$ cat src/kpu_pkg.sv
package kpu_pkg;

  // Datapath geometry
  localparam int word_width = 32;
  localparam int reg_count = 32;
  localparam int reg_idx_width = 5;
  localparam int op_width = 6;
  // Shift distance comes from the low bits of tmp1
  localparam int shamt_width = 5;

  // Instruction word layout, opcode sits at bit 0
  localparam int src0_lsb = 6;
  localparam int src1_lsb = 11;
  localparam int offset_lsb = 16;
  localparam int offset_width = 16;

  // Opcodes, any code not listed is illegal
  typedef enum logic [op_width-1:0] {
    OP_ADD = 6'h00,
    OP_SUB = 6'h01,
    OP_AND = 6'h02,
    OP_OR  = 6'h03,
    OP_XOR = 6'h04,
    OP_MOV = 6'h05,
    OP_LDI = 6'h06,
    OP_SHL = 6'h08,
    OP_SHR = 6'h09,
    OP_SRA = 6'h0a
  } kpu_op_e;

  // Sequencer phases
  typedef enum logic [1:0] {
    PH_IDLE,
    PH_READ_A,
    PH_READ_B,
    PH_EXEC
  } phase_e;

  // Bus driver select
  typedef enum logic [2:0] {
    BUS_NONE,
    BUS_REG,
    BUS_OFFSET,
    BUS_MLU,
    BUS_SHIFTER
  } bus_src_e;

  // MLU operation plane
  typedef enum logic [2:0] {
    MLU_ADD,
    MLU_SUB,
    MLU_AND,
    MLU_OR,
    MLU_XOR,
    MLU_PASS_B
  } mlu_op_e;

  // Shifter operation plane
  typedef enum logic [1:0] {
    SH_LEFT,
    SH_RIGHT,
    SH_ARITH
  } shift_op_e;

endpackage

$ cat src/register_file.sv
`timescale 1ns/1ps

module register_file (
  input  logic                              clk,
  input  logic                              arst_n,
  input  logic [kpu_pkg::reg_idx_width-1:0] rd_idx,
  input  logic [kpu_pkg::reg_idx_width-1:0] wr_idx,
  input  logic                              we,
  input  logic [kpu_pkg::word_width-1:0]    wr_data,
  output logic [kpu_pkg::word_width-1:0]    rd_data
);
  import kpu_pkg::*;

  // Architectural registers
  logic [word_width-1:0] regs [reg_count];

  // Bus write port, whole array clears on reset
  always_ff @(posedge clk or negedge arst_n) begin
    if (!arst_n) begin
      for (int i = 0; i < reg_count; i++) begin
        regs[i] <= '0;
      end
    end else if (we) begin
      regs[wr_idx] <= wr_data;
    end
  end

  // Bus read port, no latency
  assign rd_data = regs[rd_idx];

  // Write index comes from the opcode word in the control unit
  wr_idx_known: assert property (
    @(posedge clk) disable iff (!arst_n)
    we |-> !$isunknown(wr_idx)
  ) else $error("register write with unknown index");

endmodule

$ cat src/mlu.sv
`timescale 1ns/1ps

module mlu (
  input  logic [kpu_pkg::word_width-1:0] a,
  input  logic [kpu_pkg::word_width-1:0] b,
  input  kpu_pkg::mlu_op_e               op,
  output logic [kpu_pkg::word_width-1:0] y,
  output logic                           z,
  output logic                           c,
  output logic                           n
);
  import kpu_pkg::*;

  // Adder result with carry in the top bit
  logic [word_width:0] sum;
  // Second adder operand, inverted for subtract
  logic [word_width-1:0] b_add;
  logic                  c_in;

  // Subtract as a + ~b + 1
  always_comb begin
    if (op == MLU_SUB) begin
      b_add = ~b;
      c_in  = 1'b1;
    end else begin
      b_add = b;
      c_in  = 1'b0;
    end
  end

  assign sum = {1'b0, a} + {1'b0, b_add} + {{word_width{1'b0}}, c_in};

  // Result select
  always_comb begin
    y = '0;
    c = 1'b0;
    case (op)
      MLU_ADD, MLU_SUB: begin
        y = sum[word_width-1:0];
        // Carry out, on subtract this reads as no borrow
        c = sum[word_width];
      end
      MLU_AND:    y = a & b;
      MLU_OR:     y = a | b;
      MLU_XOR:    y = a ^ b;
      MLU_PASS_B: y = b;
      default:    y = '0;
    endcase
  end

  // Zero and sign flags straight off the result
  assign z = (y == '0);
  assign n = y[word_width-1];

endmodule

$ cat src/shifter.sv
`timescale 1ns/1ps

module shifter (
  input  logic [kpu_pkg::word_width-1:0]  data,
  input  logic [kpu_pkg::shamt_width-1:0] amount,
  input  kpu_pkg::shift_op_e              op,
  output logic [kpu_pkg::word_width-1:0]  y
);
  import kpu_pkg::*;

  // Running value through the log stages
  logic [word_width-1:0] stage;

  // One stage per amount bit, stage i moves by 2**i
  always_comb begin
    stage = data;
    for (int i = 0; i < shamt_width; i++) begin
      if (amount[i]) begin
        case (op)
          SH_LEFT:  stage = stage << (1 << i);
          SH_RIGHT: stage = stage >> (1 << i);
          // Sign bit fills from the top
          SH_ARITH: stage = $signed(stage) >>> (1 << i);
          default:  stage = stage;
        endcase
      end
    end
  end

  assign y = stage;

endmodule

$ cat src/microcode_rom.sv
`timescale 1ns/1ps

module microcode_rom (
  input  kpu_pkg::kpu_op_e   op,
  output kpu_pkg::bus_src_e  b_src,
  output kpu_pkg::bus_src_e  exec_src,
  output kpu_pkg::mlu_op_e   mlu_op,
  output kpu_pkg::shift_op_e shift_op,
  output logic               writes_flags,
  output logic               illegal_op
);
  import kpu_pkg::*;

  // Fixed control planes per opcode
  always_comb begin
    // Defaults are a register operand into the MLU
    b_src        = BUS_REG;
    exec_src     = BUS_MLU;
    mlu_op       = MLU_ADD;
    shift_op     = SH_LEFT;
    writes_flags = 1'b1;
    illegal_op   = 1'b0;
    case (op)
      OP_ADD: mlu_op = MLU_ADD;
      OP_SUB: mlu_op = MLU_SUB;
      OP_AND: mlu_op = MLU_AND;
      OP_OR:  mlu_op = MLU_OR;
      OP_XOR: mlu_op = MLU_XOR;
      // Register copy through the B side
      OP_MOV: mlu_op = MLU_PASS_B;
      // Immediate from the offset field
      OP_LDI: begin
        b_src  = BUS_OFFSET;
        mlu_op = MLU_PASS_B;
      end
      // Shifts leave Z/C/N alone
      OP_SHL: begin
        exec_src     = BUS_SHIFTER;
        shift_op     = SH_LEFT;
        writes_flags = 1'b0;
      end
      OP_SHR: begin
        exec_src     = BUS_SHIFTER;
        shift_op     = SH_RIGHT;
        writes_flags = 1'b0;
      end
      OP_SRA: begin
        exec_src     = BUS_SHIFTER;
        shift_op     = SH_ARITH;
        writes_flags = 1'b0;
      end
      default: begin
        // Unlisted code, sequence still runs but nothing commits
        writes_flags = 1'b0;
        illegal_op   = 1'b1;
      end
    endcase
  end

endmodule

$ cat src/control_unit.sv
`timescale 1ns/1ps

module control_unit (
  input  logic                              clk,
  input  logic                              arst_n,
  input  logic                              instr_valid,
  input  logic [kpu_pkg::word_width-1:0]    instr,
  output kpu_pkg::kpu_op_e                  op,
  input  kpu_pkg::bus_src_e                 b_src,
  input  kpu_pkg::bus_src_e                 exec_src,
  input  kpu_pkg::mlu_op_e                  mlu_op_in,
  input  kpu_pkg::shift_op_e                shift_op_in,
  input  logic                              writes_flags,
  input  logic                              illegal_op,
  output kpu_pkg::bus_src_e                 bus_src,
  output logic [kpu_pkg::reg_idx_width-1:0] rd_idx,
  output logic [kpu_pkg::reg_idx_width-1:0] wr_idx,
  output logic [kpu_pkg::word_width-1:0]    offset,
  output kpu_pkg::mlu_op_e                  mlu_op,
  output kpu_pkg::shift_op_e                shift_op,
  output logic                              tmp0_en,
  output logic                              tmp1_en,
  output logic                              reg_we,
  output logic                              flags_en,
  output logic                              result_en,
  output logic                              busy,
  output logic                              done,
  output logic                              illegal
);
  import kpu_pkg::*;

  logic [word_width-1:0]    op_word;
  logic [reg_idx_width-1:0] src0;
  logic [reg_idx_width-1:0] src1;
  phase_e                   phase_q;
  logic                     accept;

  assign accept = instr_valid && !busy;

  // Opcode word register
  always_ff @(posedge clk or negedge arst_n) begin
    if (!arst_n) begin
      op_word <= '0;
    end else if (accept) begin
      op_word <= instr;
    end
  end

  // Field split
  assign op     = kpu_op_e'(op_word[op_width-1:0]);
  assign src0   = op_word[src0_lsb +: reg_idx_width];
  assign src1   = op_word[src1_lsb +: reg_idx_width];
  assign offset = {{(word_width - offset_width){op_word[word_width-1]}},
                   op_word[offset_lsb +: offset_width]};

  // Phase sequencer
  // Idle with busy set is the decode cycle
  always_ff @(posedge clk or negedge arst_n) begin
    if (!arst_n) begin
      phase_q <= PH_IDLE;
      busy    <= 1'b0;
      done    <= 1'b0;
      illegal <= 1'b0;
    end else begin
      done    <= 1'b0;
      illegal <= 1'b0;
      case (phase_q)
        PH_IDLE: begin
          if (busy) begin
            phase_q <= PH_READ_A;
          end else if (accept) begin
            busy <= 1'b1;
          end
        end
        PH_READ_A: phase_q <= PH_READ_B;
        PH_READ_B: phase_q <= PH_EXEC;
        PH_EXEC: begin
          // Writeback edge
          // Done follows for one cycle
          phase_q <= PH_IDLE;
          busy    <= 1'b0;
          done    <= 1'b1;
          illegal <= illegal_op;
        end
        default: phase_q <= PH_IDLE;
      endcase
    end
  end

  // Bus source and enables per phase
  always_comb begin
    bus_src   = BUS_NONE;
    rd_idx    = src0;
    tmp0_en   = 1'b0;
    tmp1_en   = 1'b0;
    reg_we    = 1'b0;
    flags_en  = 1'b0;
    result_en = 1'b0;
    case (phase_q)
      PH_READ_A: begin
        bus_src = BUS_REG;
        tmp0_en = 1'b1;
      end
      PH_READ_B: begin
        bus_src = b_src;
        rd_idx  = src1;
        tmp1_en = 1'b1;
      end
      PH_EXEC: begin
        bus_src   = exec_src;
        // Illegal codes commit nothing
        reg_we    = !illegal_op;
        result_en = !illegal_op;
        flags_en  = writes_flags && !illegal_op;
      end
      default: bus_src = BUS_NONE;
    endcase
  end

  // Result always returns to src0
  assign wr_idx   = src0;
  assign mlu_op   = mlu_op_in;
  assign shift_op = shift_op_in;

  done_single: assert property (
    @(posedge clk) disable iff (!arst_n)
    done |=> !done
  ) else $error("done held for two cycles");

  // Exec slot sits four edges after the accept edge
  we_in_exec: assert property (
    @(posedge clk) disable iff (!arst_n)
    reg_we |-> $past(accept, 4)
  ) else $error("register write outside exec phase");

endmodule

$ cat src/datapath.sv
`timescale 1ns/1ps

module datapath (
  input  logic                              clk,
  input  logic                              arst_n,
  input  kpu_pkg::bus_src_e                 bus_src,
  input  logic [kpu_pkg::reg_idx_width-1:0] rd_idx,
  input  logic [kpu_pkg::reg_idx_width-1:0] wr_idx,
  input  logic [kpu_pkg::word_width-1:0]    offset,
  input  kpu_pkg::mlu_op_e                  mlu_op,
  input  kpu_pkg::shift_op_e                shift_op,
  input  logic                              tmp0_en,
  input  logic                              tmp1_en,
  input  logic                              reg_we,
  input  logic                              flags_en,
  input  logic                              result_en,
  output logic [kpu_pkg::word_width-1:0]    result,
  output logic [kpu_pkg::reg_idx_width-1:0] result_reg,
  output logic                              flag_z,
  output logic                              flag_c,
  output logic                              flag_n
);
  import kpu_pkg::*;

  // Shared bus and its drivers
  logic [word_width-1:0] bus;
  logic [word_width-1:0] reg_out;
  logic [word_width-1:0] mlu_out;
  logic [word_width-1:0] shifter_out;
  // Scratch registers, not visible to code
  logic [word_width-1:0] tmp0;
  logic [word_width-1:0] tmp1;
  logic mlu_z, mlu_c, mlu_n;

  register_file regs0 (
    .clk     (clk),
    .arst_n  (arst_n),
    .rd_idx  (rd_idx),
    .wr_idx  (wr_idx),
    .we      (reg_we),
    .wr_data (bus),
    .rd_data (reg_out)
  );

  mlu mlu0 (.a(tmp0), .b(tmp1), .op(mlu_op), .y(mlu_out), .z(mlu_z), .c(mlu_c), .n(mlu_n));

  // Shift tmp0 by tmp1
  shifter shifter0 (
    .data   (tmp0),
    .amount (tmp1[shamt_width-1:0]),
    .op     (shift_op),
    .y      (shifter_out)
  );

  // One-hot bus mux
  always_comb begin
    case (bus_src)
      BUS_REG:     bus = reg_out;
      BUS_OFFSET:  bus = offset;
      BUS_MLU:     bus = mlu_out;
      BUS_SHIFTER: bus = shifter_out;
      default:     bus = '0;
    endcase
  end

  always_ff @(posedge clk) begin
    if (tmp0_en) begin
      tmp0 <= bus;
    end
    if (tmp1_en) begin
      tmp1 <= bus;
    end
  end

  // Flags and the reported writeback
  always_ff @(posedge clk or negedge arst_n) begin
    if (!arst_n) begin
      flag_z     <= 1'b0;
      flag_c     <= 1'b0;
      flag_n     <= 1'b0;
      result     <= '0;
      result_reg <= '0;
    end else begin
      if (flags_en) begin
        flag_z <= mlu_z;
        flag_c <= mlu_c;
        flag_n <= mlu_n;
      end
      if (result_en) begin
        result     <= bus;
        result_reg <= wr_idx;
      end
    end
  end

  // Every latch needs a live bus driver
  bus_driven: assert property (
    @(posedge clk) disable iff (!arst_n)
    (tmp0_en || tmp1_en || reg_we || flags_en || result_en) |-> bus_src != BUS_NONE
  ) else $error("bus latched with no driver");

endmodule

$ cat src/kpu.sv
`timescale 1ns/1ps

module kpu (
  input  logic                              clk,
  input  logic                              arst_n,
  input  logic                              instr_valid,
  input  logic [kpu_pkg::word_width-1:0]    instr,
  output logic                              busy,
  output logic                              done,
  output logic                              illegal,
  output logic [kpu_pkg::word_width-1:0]    result,
  output logic [kpu_pkg::reg_idx_width-1:0] result_reg,
  output logic                              flag_z,
  output logic                              flag_c,
  output logic                              flag_n
);
  import kpu_pkg::*;

  // Opcode and microcode planes
  kpu_op_e   op;
  bus_src_e  b_src;
  bus_src_e  exec_src;
  mlu_op_e   ucode_mlu_op;
  shift_op_e ucode_shift_op;
  logic      writes_flags;
  logic      illegal_op;

  // Control unit to datapath
  bus_src_e                 bus_src;
  logic [reg_idx_width-1:0] rd_idx;
  logic [reg_idx_width-1:0] wr_idx;
  logic [word_width-1:0]    offset;
  mlu_op_e                  mlu_op;
  shift_op_e                shift_op;
  logic tmp0_en, tmp1_en, reg_we, flags_en, result_en;

  control_unit ctrl0 (
    .clk          (clk),
    .arst_n       (arst_n),
    .instr_valid  (instr_valid),
    .instr        (instr),
    .op           (op),
    .b_src        (b_src),
    .exec_src     (exec_src),
    .mlu_op_in    (ucode_mlu_op),
    .shift_op_in  (ucode_shift_op),
    .writes_flags (writes_flags),
    .illegal_op   (illegal_op),
    .bus_src      (bus_src),
    .rd_idx       (rd_idx),
    .wr_idx       (wr_idx),
    .offset       (offset),
    .mlu_op       (mlu_op),
    .shift_op     (shift_op),
    .tmp0_en      (tmp0_en),
    .tmp1_en      (tmp1_en),
    .reg_we       (reg_we),
    .flags_en     (flags_en),
    .result_en    (result_en),
    .busy         (busy),
    .done         (done),
    .illegal      (illegal)
  );

  microcode_rom ucode0 (
    .op           (op),
    .b_src        (b_src),
    .exec_src     (exec_src),
    .mlu_op       (ucode_mlu_op),
    .shift_op     (ucode_shift_op),
    .writes_flags (writes_flags),
    .illegal_op   (illegal_op)
  );

  datapath dp0 (
    .clk        (clk),
    .arst_n     (arst_n),
    .bus_src    (bus_src),
    .rd_idx     (rd_idx),
    .wr_idx     (wr_idx),
    .offset     (offset),
    .mlu_op     (mlu_op),
    .shift_op   (shift_op),
    .tmp0_en    (tmp0_en),
    .tmp1_en    (tmp1_en),
    .reg_we     (reg_we),
    .flags_en   (flags_en),
    .result_en  (result_en),
    .result     (result),
    .result_reg (result_reg),
    .flag_z     (flag_z),
    .flag_c     (flag_c),
    .flag_n     (flag_n)
  );

endmodule

$ cat config.mk
export PLATFORM = sky130hd
export DESIGN_NAME = kpu
export DESIGN_NICKNAME = d
export VERILOG_FILES = /design/src/kpu_pkg.sv /design/src/register_file.sv /design/src/mlu.sv /design/src/shifter.sv /design/src/microcode_rom.sv /design/src/control_unit.sv /design/src/datapath.sv /design/src/kpu.sv
export SDC_FILE = /design/constraint.sdc
export NUM_CORES = 2
export LEC_CHECK = 0
export BUFFER_PORTS_ARGS = -buffer_cell sky130_fd_sc_hd__buf_2
export CORE_MARGIN = 2
export CORE_UTILIZATION = 56
export DETAILED_ROUTE_END_ITERATION = 16
export PLACE_DENSITY = 0.72
export SYNTH_ARGS = -nofsm -noshare
export SYNTH_HDL_FRONTEND = slang
export SYNTH_HIERARCHICAL = 1
export SYNTH_SLANG_ARGS = --single-unit
$ cat constraint.sdc
create_clock -name clk -period 14.3 [get_ports clk]
set_clock_uncertainty 0.15 [all_clocks]
set_input_delay 2.86 -clock clk [delete_from_list [all_inputs] [get_ports clk]]
set_output_delay 2.86 -clock clk [all_outputs]
set_load 0.02 [all_outputs]
* Yosys cells after proc, flatten, opt, wreduce, memory -nomap -nowiden
Cells that the tools add are included.
Cells by class: add/subtract/negate cells 2, order comparisons 3, equality and inequality tests 24, mux-type cells 40, bitwise logic cells 6, reduce and logical (&&, ||, !) cells 15
Operators by type and width (number):
- 1024-bit bitwise mux | 1
- 32-bit one-hot mux with 3 select lines | 5
- 32-bit two-way mux | 9
- 32-bit binary-select mux with 5-bit select | 1
- 32-bit demux with 5-bit select | 1
- 32-bit one-hot mux with 5 select lines | 1
- 32-bit one-hot mux with 4 select lines | 1
- 32-bit by 32-bit adder with 33-bit output | 1
- 33-bit by 1-bit adder with 33-bit output | 1
- 32-bit AND | 1
- 32-bit zero test | 1
- 32-bit NOT | 1
- 32-bit bitwise OR | 1
- 32-bit bitwise XOR | 1
- 6-bit by 3-bit == test with 1-bit output (second input constant) | 3
- 6-bit by 4-bit == test with 1-bit output (second input constant) | 3
- 3-bit one-hot mux with 5 select lines | 1
- 3-bit by 2-bit == test with 1-bit output (second input constant) | 4
- 6-bit by 2-bit == test with 1-bit output (second input constant) | 2
- 6-bit greater-or-equal comparator (second input constant) | 2
- 1-bit two-way mux | 12
- 5-bit NOT with 6-bit output | 2
- 10-bit OR reduction | 1
- 3-bit == test (second input constant) | 3
- 22 further kinds | 31
Word-level totals: bits in registers 1165, input bits 35, output and inout bits 43, word-level logic and storage cells 134

* Depth between registers and ports, before layout
depth in word-level cells 15, mapped depth 28, gate-level depth less buffers 19

* Modules after synthesis
Netlist, hierarchy kept.
By module, submodules not included:
- register_file | times used 1, cells an instance 3447, area an instance 47474.3 um2, seq. area each 25624.6 um2
- shifter | times used 1, cells an instance 943, area an instance 5831.8 um2, seq. area each 0.0 um2
- datapath | times used 1, cells an instance 338, area an instance 4561.9 um2, seq. area each 2922.8 um2
- mlu | times used 1, cells an instance 641, area an instance 4528.1 um2, seq. area each 0.0 um2
- control_unit | times used 1, cells an instance 154, area an instance 2080.7 um2, seq. area each 925.9 um2
- microcode_rom | times used 1, cells an instance 26, area an instance 182.7 um2, seq. area each 0.0 um2

* Worst setup path after synthesis
Ideal clock, no wire load.
path type register -> register, start point reg ctrl0.op_word[5], end point reg dp0/regs0/regs[638] (netlist bit), setup time 0.128 ns, data arrival time 5.972 ns, data required time 14.022 ns, setup slack 8.050 ns, cell stages (with the launch flop) 29, path buffers 10, clock period less this slack 6.250 ns, cell sequence dfrtp_1 buf_4 or2_2 clkbuf_1 nor4b_1 buf_4 buf_2 or2_2 clkbuf_1 clkbuf_1 clkbuf_1 nor2_1 buf_1 xnor2_1 ha_1 clkbuf_1 and4_1 and2_1 a221oi_1 o211ai_1 a31o_2 a31oi_1 nand2b_1 a211oi_1 o31ai_1 a22oi_2 nand2_1 clkbuf_1 mux2_1
Between the ends: elaborated cells on any way between the ends 50, classes of those cells add/sub (2); eq/ne (20); mux (21); reduce/logical (7)
RTL lines:
- start: declaration | line control_unit.sv:32 | logic [word_width-1:0] op_word;
- start signal: assignment | line control_unit.sv:45 | op_word <= instr;
- 6-bit by 3-bit == test with 1-bit output | line microcode_rom.sv:23 | case (op)
- 2-bit OR reduction (no line)
- 3-bit one-hot mux with 5 select lines (*) | line microcode_rom.sv:23
- net ucode_mlu_op[1] | line kpu.sv:23 | mlu_op_e ucode_mlu_op;
- 3-bit by 1-bit == test with 1-bit output | line mlu.sv:22, mlu.sv:37
- 32-bit two-way mux | line mlu.sv:22 | if (op == MLU_SUB) begin
- 32-bit by 32-bit adder with 33-bit output | line mlu.sv:31 | assign sum = {1'b0, a} + {1'b0, b_add} + {{word_width{1'b0}}, c_in};
- 33-bit by 1-bit adder with 33-bit output | line mlu.sv:31
- 32-bit one-hot mux with 5 select lines (*) | line mlu.sv:37 | case (op)
- net dp0.mlu_out[30] | line datapath.sv:28 | logic [word_width-1:0] mlu_out;
- 32-bit one-hot mux with 4 select lines (*) | line datapath.sv:57 | case (bus_src)
- net dp0.bus[30] | line datapath.sv:26 | logic [word_width-1:0] bus;
- 1024-bit bitwise mux (*) | line register_file.sv:24 | regs[wr_idx] <= wr_data;
- end signal: indexed assignment | line register_file.sv:24
- end: declaration | line register_file.sv:15 | logic [word_width-1:0] regs [reg_count];
The timed path passes the listed nets; every way through them passes the cells marked *. A chain may end at the register's enable or synchronous reset.

* Worst setup path after layout
start point reg ctrl0.op_word[3], end point reg dp0/regs0/regs[255] (netlist bit)
Between the ends: elaborated cells on any way between the ends 50, classes of those cells add/sub (2); eq/ne (20); mux (21); reduce/logical (7)
RTL lines:
- 6-bit by 3-bit == test with 1-bit output | line microcode_rom.sv:23
- 2-bit OR reduction (no line)
- 3-bit one-hot mux with 5 select lines (*) | line microcode_rom.sv:23
- net ucode_mlu_op[0] | line kpu.sv:23
- 3-bit by 1-bit == test with 1-bit output | line mlu.sv:22, mlu.sv:37
- 32-bit two-way mux | line mlu.sv:22
- 32-bit by 32-bit adder with 33-bit output | line mlu.sv:31
- 33-bit by 1-bit adder with 33-bit output | line mlu.sv:31
- 32-bit one-hot mux with 5 select lines (*) | line mlu.sv:37
- net dp0.mlu_n | line datapath.sv:33 | logic mlu_z, mlu_c, mlu_n;
- 32-bit one-hot mux with 4 select lines (*) | line datapath.sv:57
- net dp0.bus[31] | line datapath.sv:26
- 1024-bit bitwise mux (*) | line register_file.sv:24
Marked as above.

==> results.md <==
- Post_cts resized: 0
- Ys async rst share: 94.5%
- CTS tree: yes
- Post-Synth Simple-Gate Area: 6.93%
- Hold-fix buffers, CTS: 0
- Via density: 6.74
- Post-synth top area share: 42.6%
- Required time worst endpoint: 14.75 ns
- Run status: finished clean
- Pre-antenna DRT Iters: 8
- Worst-Margin Slew: 1.35 ns
- Max cap viols: 0
- Drt wl/cell: 29.9 um
- Mux contribution to synthesized area: 27.9%
- Predominant post-synthesis flop cell: dfrtp_1
- Max-slew violations: 0
- Via Count: 46825
- Violation count after the first detailed-routing iteration: 4750
- Drt total wl: 207000 um
- H-tree level count: 3
- Post-placement cell count: 6720
- CP max FO: 38
- Relative slew margins: 9.85%
- Final Non-Filler Cells: 6949
- RD Place Congestion: 1.05
- Max reg flops: 1024
- # rows: 124
- Num CTS Buffers: 119
- Post-synthesis sequential area ratio: 45.6%
- Aggregate global-route resource usage: 34.9%
- Synth Instances: 5549
- Post-synthesis xor/xnor area fraction: 0.731%
- Largest net degree at the start of global routing: 180
- Worst-Skew Late Latency: 0.75 ns
- Die Ht: 344 um
- GR Overflow Total: 0
- ANT nets after route: 0
- Library cells used by synthesis: 111
- FMAX: 135 MHz
- Avg Inst Size Synth: 11.7 sq um
- DRC errors left: 0
- Crit. End Element: flop
- TritonCTS Sinks: 1165
- CP startpoint kind: flop
- CP Class: flop to flop
- Final hold viol count: 0
- Final TNS setup: 0 ns
- Post-synthesis compound-gate area fraction: 11.5%
- Final period demand of the worst path: 7.41 ns
- Synth area leaders: dfrtp_1 (43%), mux2_2 (18%), mux2i_1 (8.8%)
- Initial antenna violation count: 16
- Final period util: 51.8%
- Flops & latches, synth: 1165
- Vias in the first global route: 46349
- HPWL Detailed: 126000 um
- Share of layout cells above drive strength 1: 29.3%
- Final setup viols: 0
- IO Count: 78
- Ys Warns: 6
- Layout Area Growth over Synthesis: 7.26%
- Initial Utilization: 56.5%
- Mapped cell area: 0.0647 sq mm
- Clock transition at path regs: 0.06 ns
- Post-Syn Nets: 5690
- Root buffer cell: clkbuf_16
- Largest family of logic cells by synthesized area: multiplexers
- DIE AREA: 0.118 sq mm
- Post-CTS Setup Bufs: 0
- Area share of fa/ha/maj cells after synthesis: 2.06%
- Core area: 0.115 sq mm
- Global-route wire length before repair: 309000 um
- Number of synthesized flops with an enable pin: 64
- # nets final: 5470
- Chip width: 344 um
- HP Class: flop to flop
- Bufs on Longest Clock Path: 3
- Data arrival time of the critical path: 7.86 ns
- PortBufs: 77
- Top cell type by total area after synthesis: dfrtp_1
- RSZ-0062 raised after global routing: no
[kinds of logic (layout without fill, tap and decap cells)]
kind of cell	after synthesis	in the layout
fa+ha+maj	106	106
buf+inv	645	528
xor+xnor	54	54
flops	1165	1165
other cells	1	6
simple gates	887	887
mux	1651	1651
compound gates	1040	1040
[Yosys cell counts, types with 73 or more instances]
library cell / instances
a21oi_1: 223
a22o_1: 73
a22oi_1: 114
a31oi_1: 95
buf_2: 129
buf_4: 86
clkbuf_1: 237
dfrtp_1: 1101
ha_1: 105
inv_1: 97
mux2_2: 1015
mux2i_1: 567
nand2_1: 290
nand3_1: 137
nor2_1: 152
o21ai_0: 124
[worst max-delay path, cell delays in order, from the launching register on]
cell      delay, ns
dfrtp_1        0.44
or3_1          0.47
a21oi_4        0.15
buf_4          0.45
inv_1          0.35
nor2_4         0.58
buf_4          0.44
xnor2_1        0.19
ha_1           0.34
a21oi_1        0.37
o21bai_1       0.20
a311oi_1       0.41
o22ai_1        0.25
a211oi_1       0.31
xor2_1         0.19
o221ai_1       0.37
a22oi_2        0.30
nand2_1        0.68
mux2_2         0.58
[layout by cell type (no fill, tap or decap), types with 26 or more instances in the layout]
cell type,n
a22oi_2,31
a21o_1,26
buf_4,119
mux2_2,1014
o22ai_1,45
nand2_1,273
mux2_1,37
mux2_4,31
nor2b_1,34
a31oi_1,95
nor2_1,147
inv_1,97
clkbuf_16,120
a32oi_1,42
mux2i_1,567
xnor2_1,46
o211ai_1,30
nor3_1,64
o221ai_1,26
o21ai_0,124
nand2b_1,33
clkbuf_8,30
clkinv_2,30
a22o_1,73
a22oi_1,114
a21oi_1,222
dfrtp_1,1101
nand3_1,137
ha_1,103
edfxtp_1,64
buf_2,76
[final timing paths]
path / start / end / slack (ns) / depth (start not counted)
hold / removal: dp0/regs0/regs[611]$_DFFE_PN0P_ / dp0/regs0/regs[611]$_DFFE_PN0P_ / 0.34 / 1
setup / recovery: ctrl0/op_word[3]$_DFFE_PN0P_ / dp0/regs0/regs[255]$_DFFE_PN0P_ / 6.89 / 18
max in group asynchronous: arst_n / dp0/regs0/regs[160]$_DFFE_PN0P_ / 9.55 / 3
setup reg to reg: ctrl0/op_word[3]$_DFFE_PN0P_ / dp0/regs0/regs[255]$_DFFE_PN0P_ / 6.89 / 18
min in group asynchronous: arst_n / dp0/regs0/regs[361]$_DFFE_PN0P_ / 2.03 / 1
hold reg to reg: dp0/regs0/regs[611]$_DFFE_PN0P_ / dp0/regs0/regs[611]$_DFFE_PN0P_ / 0.34 / 1
[per-stage QoR]
step / setup WS, ns / area, sq um / hold WS, ns / utilization, %
floorplan: 8.05 / 64700 / 0.307 / -
CTS: 7.02 / 69300 / 0.338 / 60.6
global placement: 7.20 / 65100 / 0.316 / 56.9
global route: 6.37 / 69300 / 0.353 / 60.6
detailed placement: 7.07 / 65100 / 0.324 / 56.9
finish: 6.89 / 69400 / 0.338 / 60.6
[routing by layer]
layer / vias to the layer above / wire length [um] / track usage [%]
met5: - / 99 / 0
met4: 14 / 10500 / 15.8
met3: 583 / 17300 / 6.42
met2: 2199 / 93000 / 53.9
met1: 24078 / 86600 / 48.1
li1: 19951 / - / -
[area by class of cell]
type,instances,area (sq um)
flip-flops and latches,1165,29500
well taps,1512,1890
inverters,99,372
clock inverters,64,795
fillers,9238,45100
multi-input cells,3739,31900
clock buffers,160,3450
diodes,5,12.5
repair buffers,205,1470
Power is not shown: default switching activity piles up to over one toggle a cycle in this logic, so the estimate is an artifact.
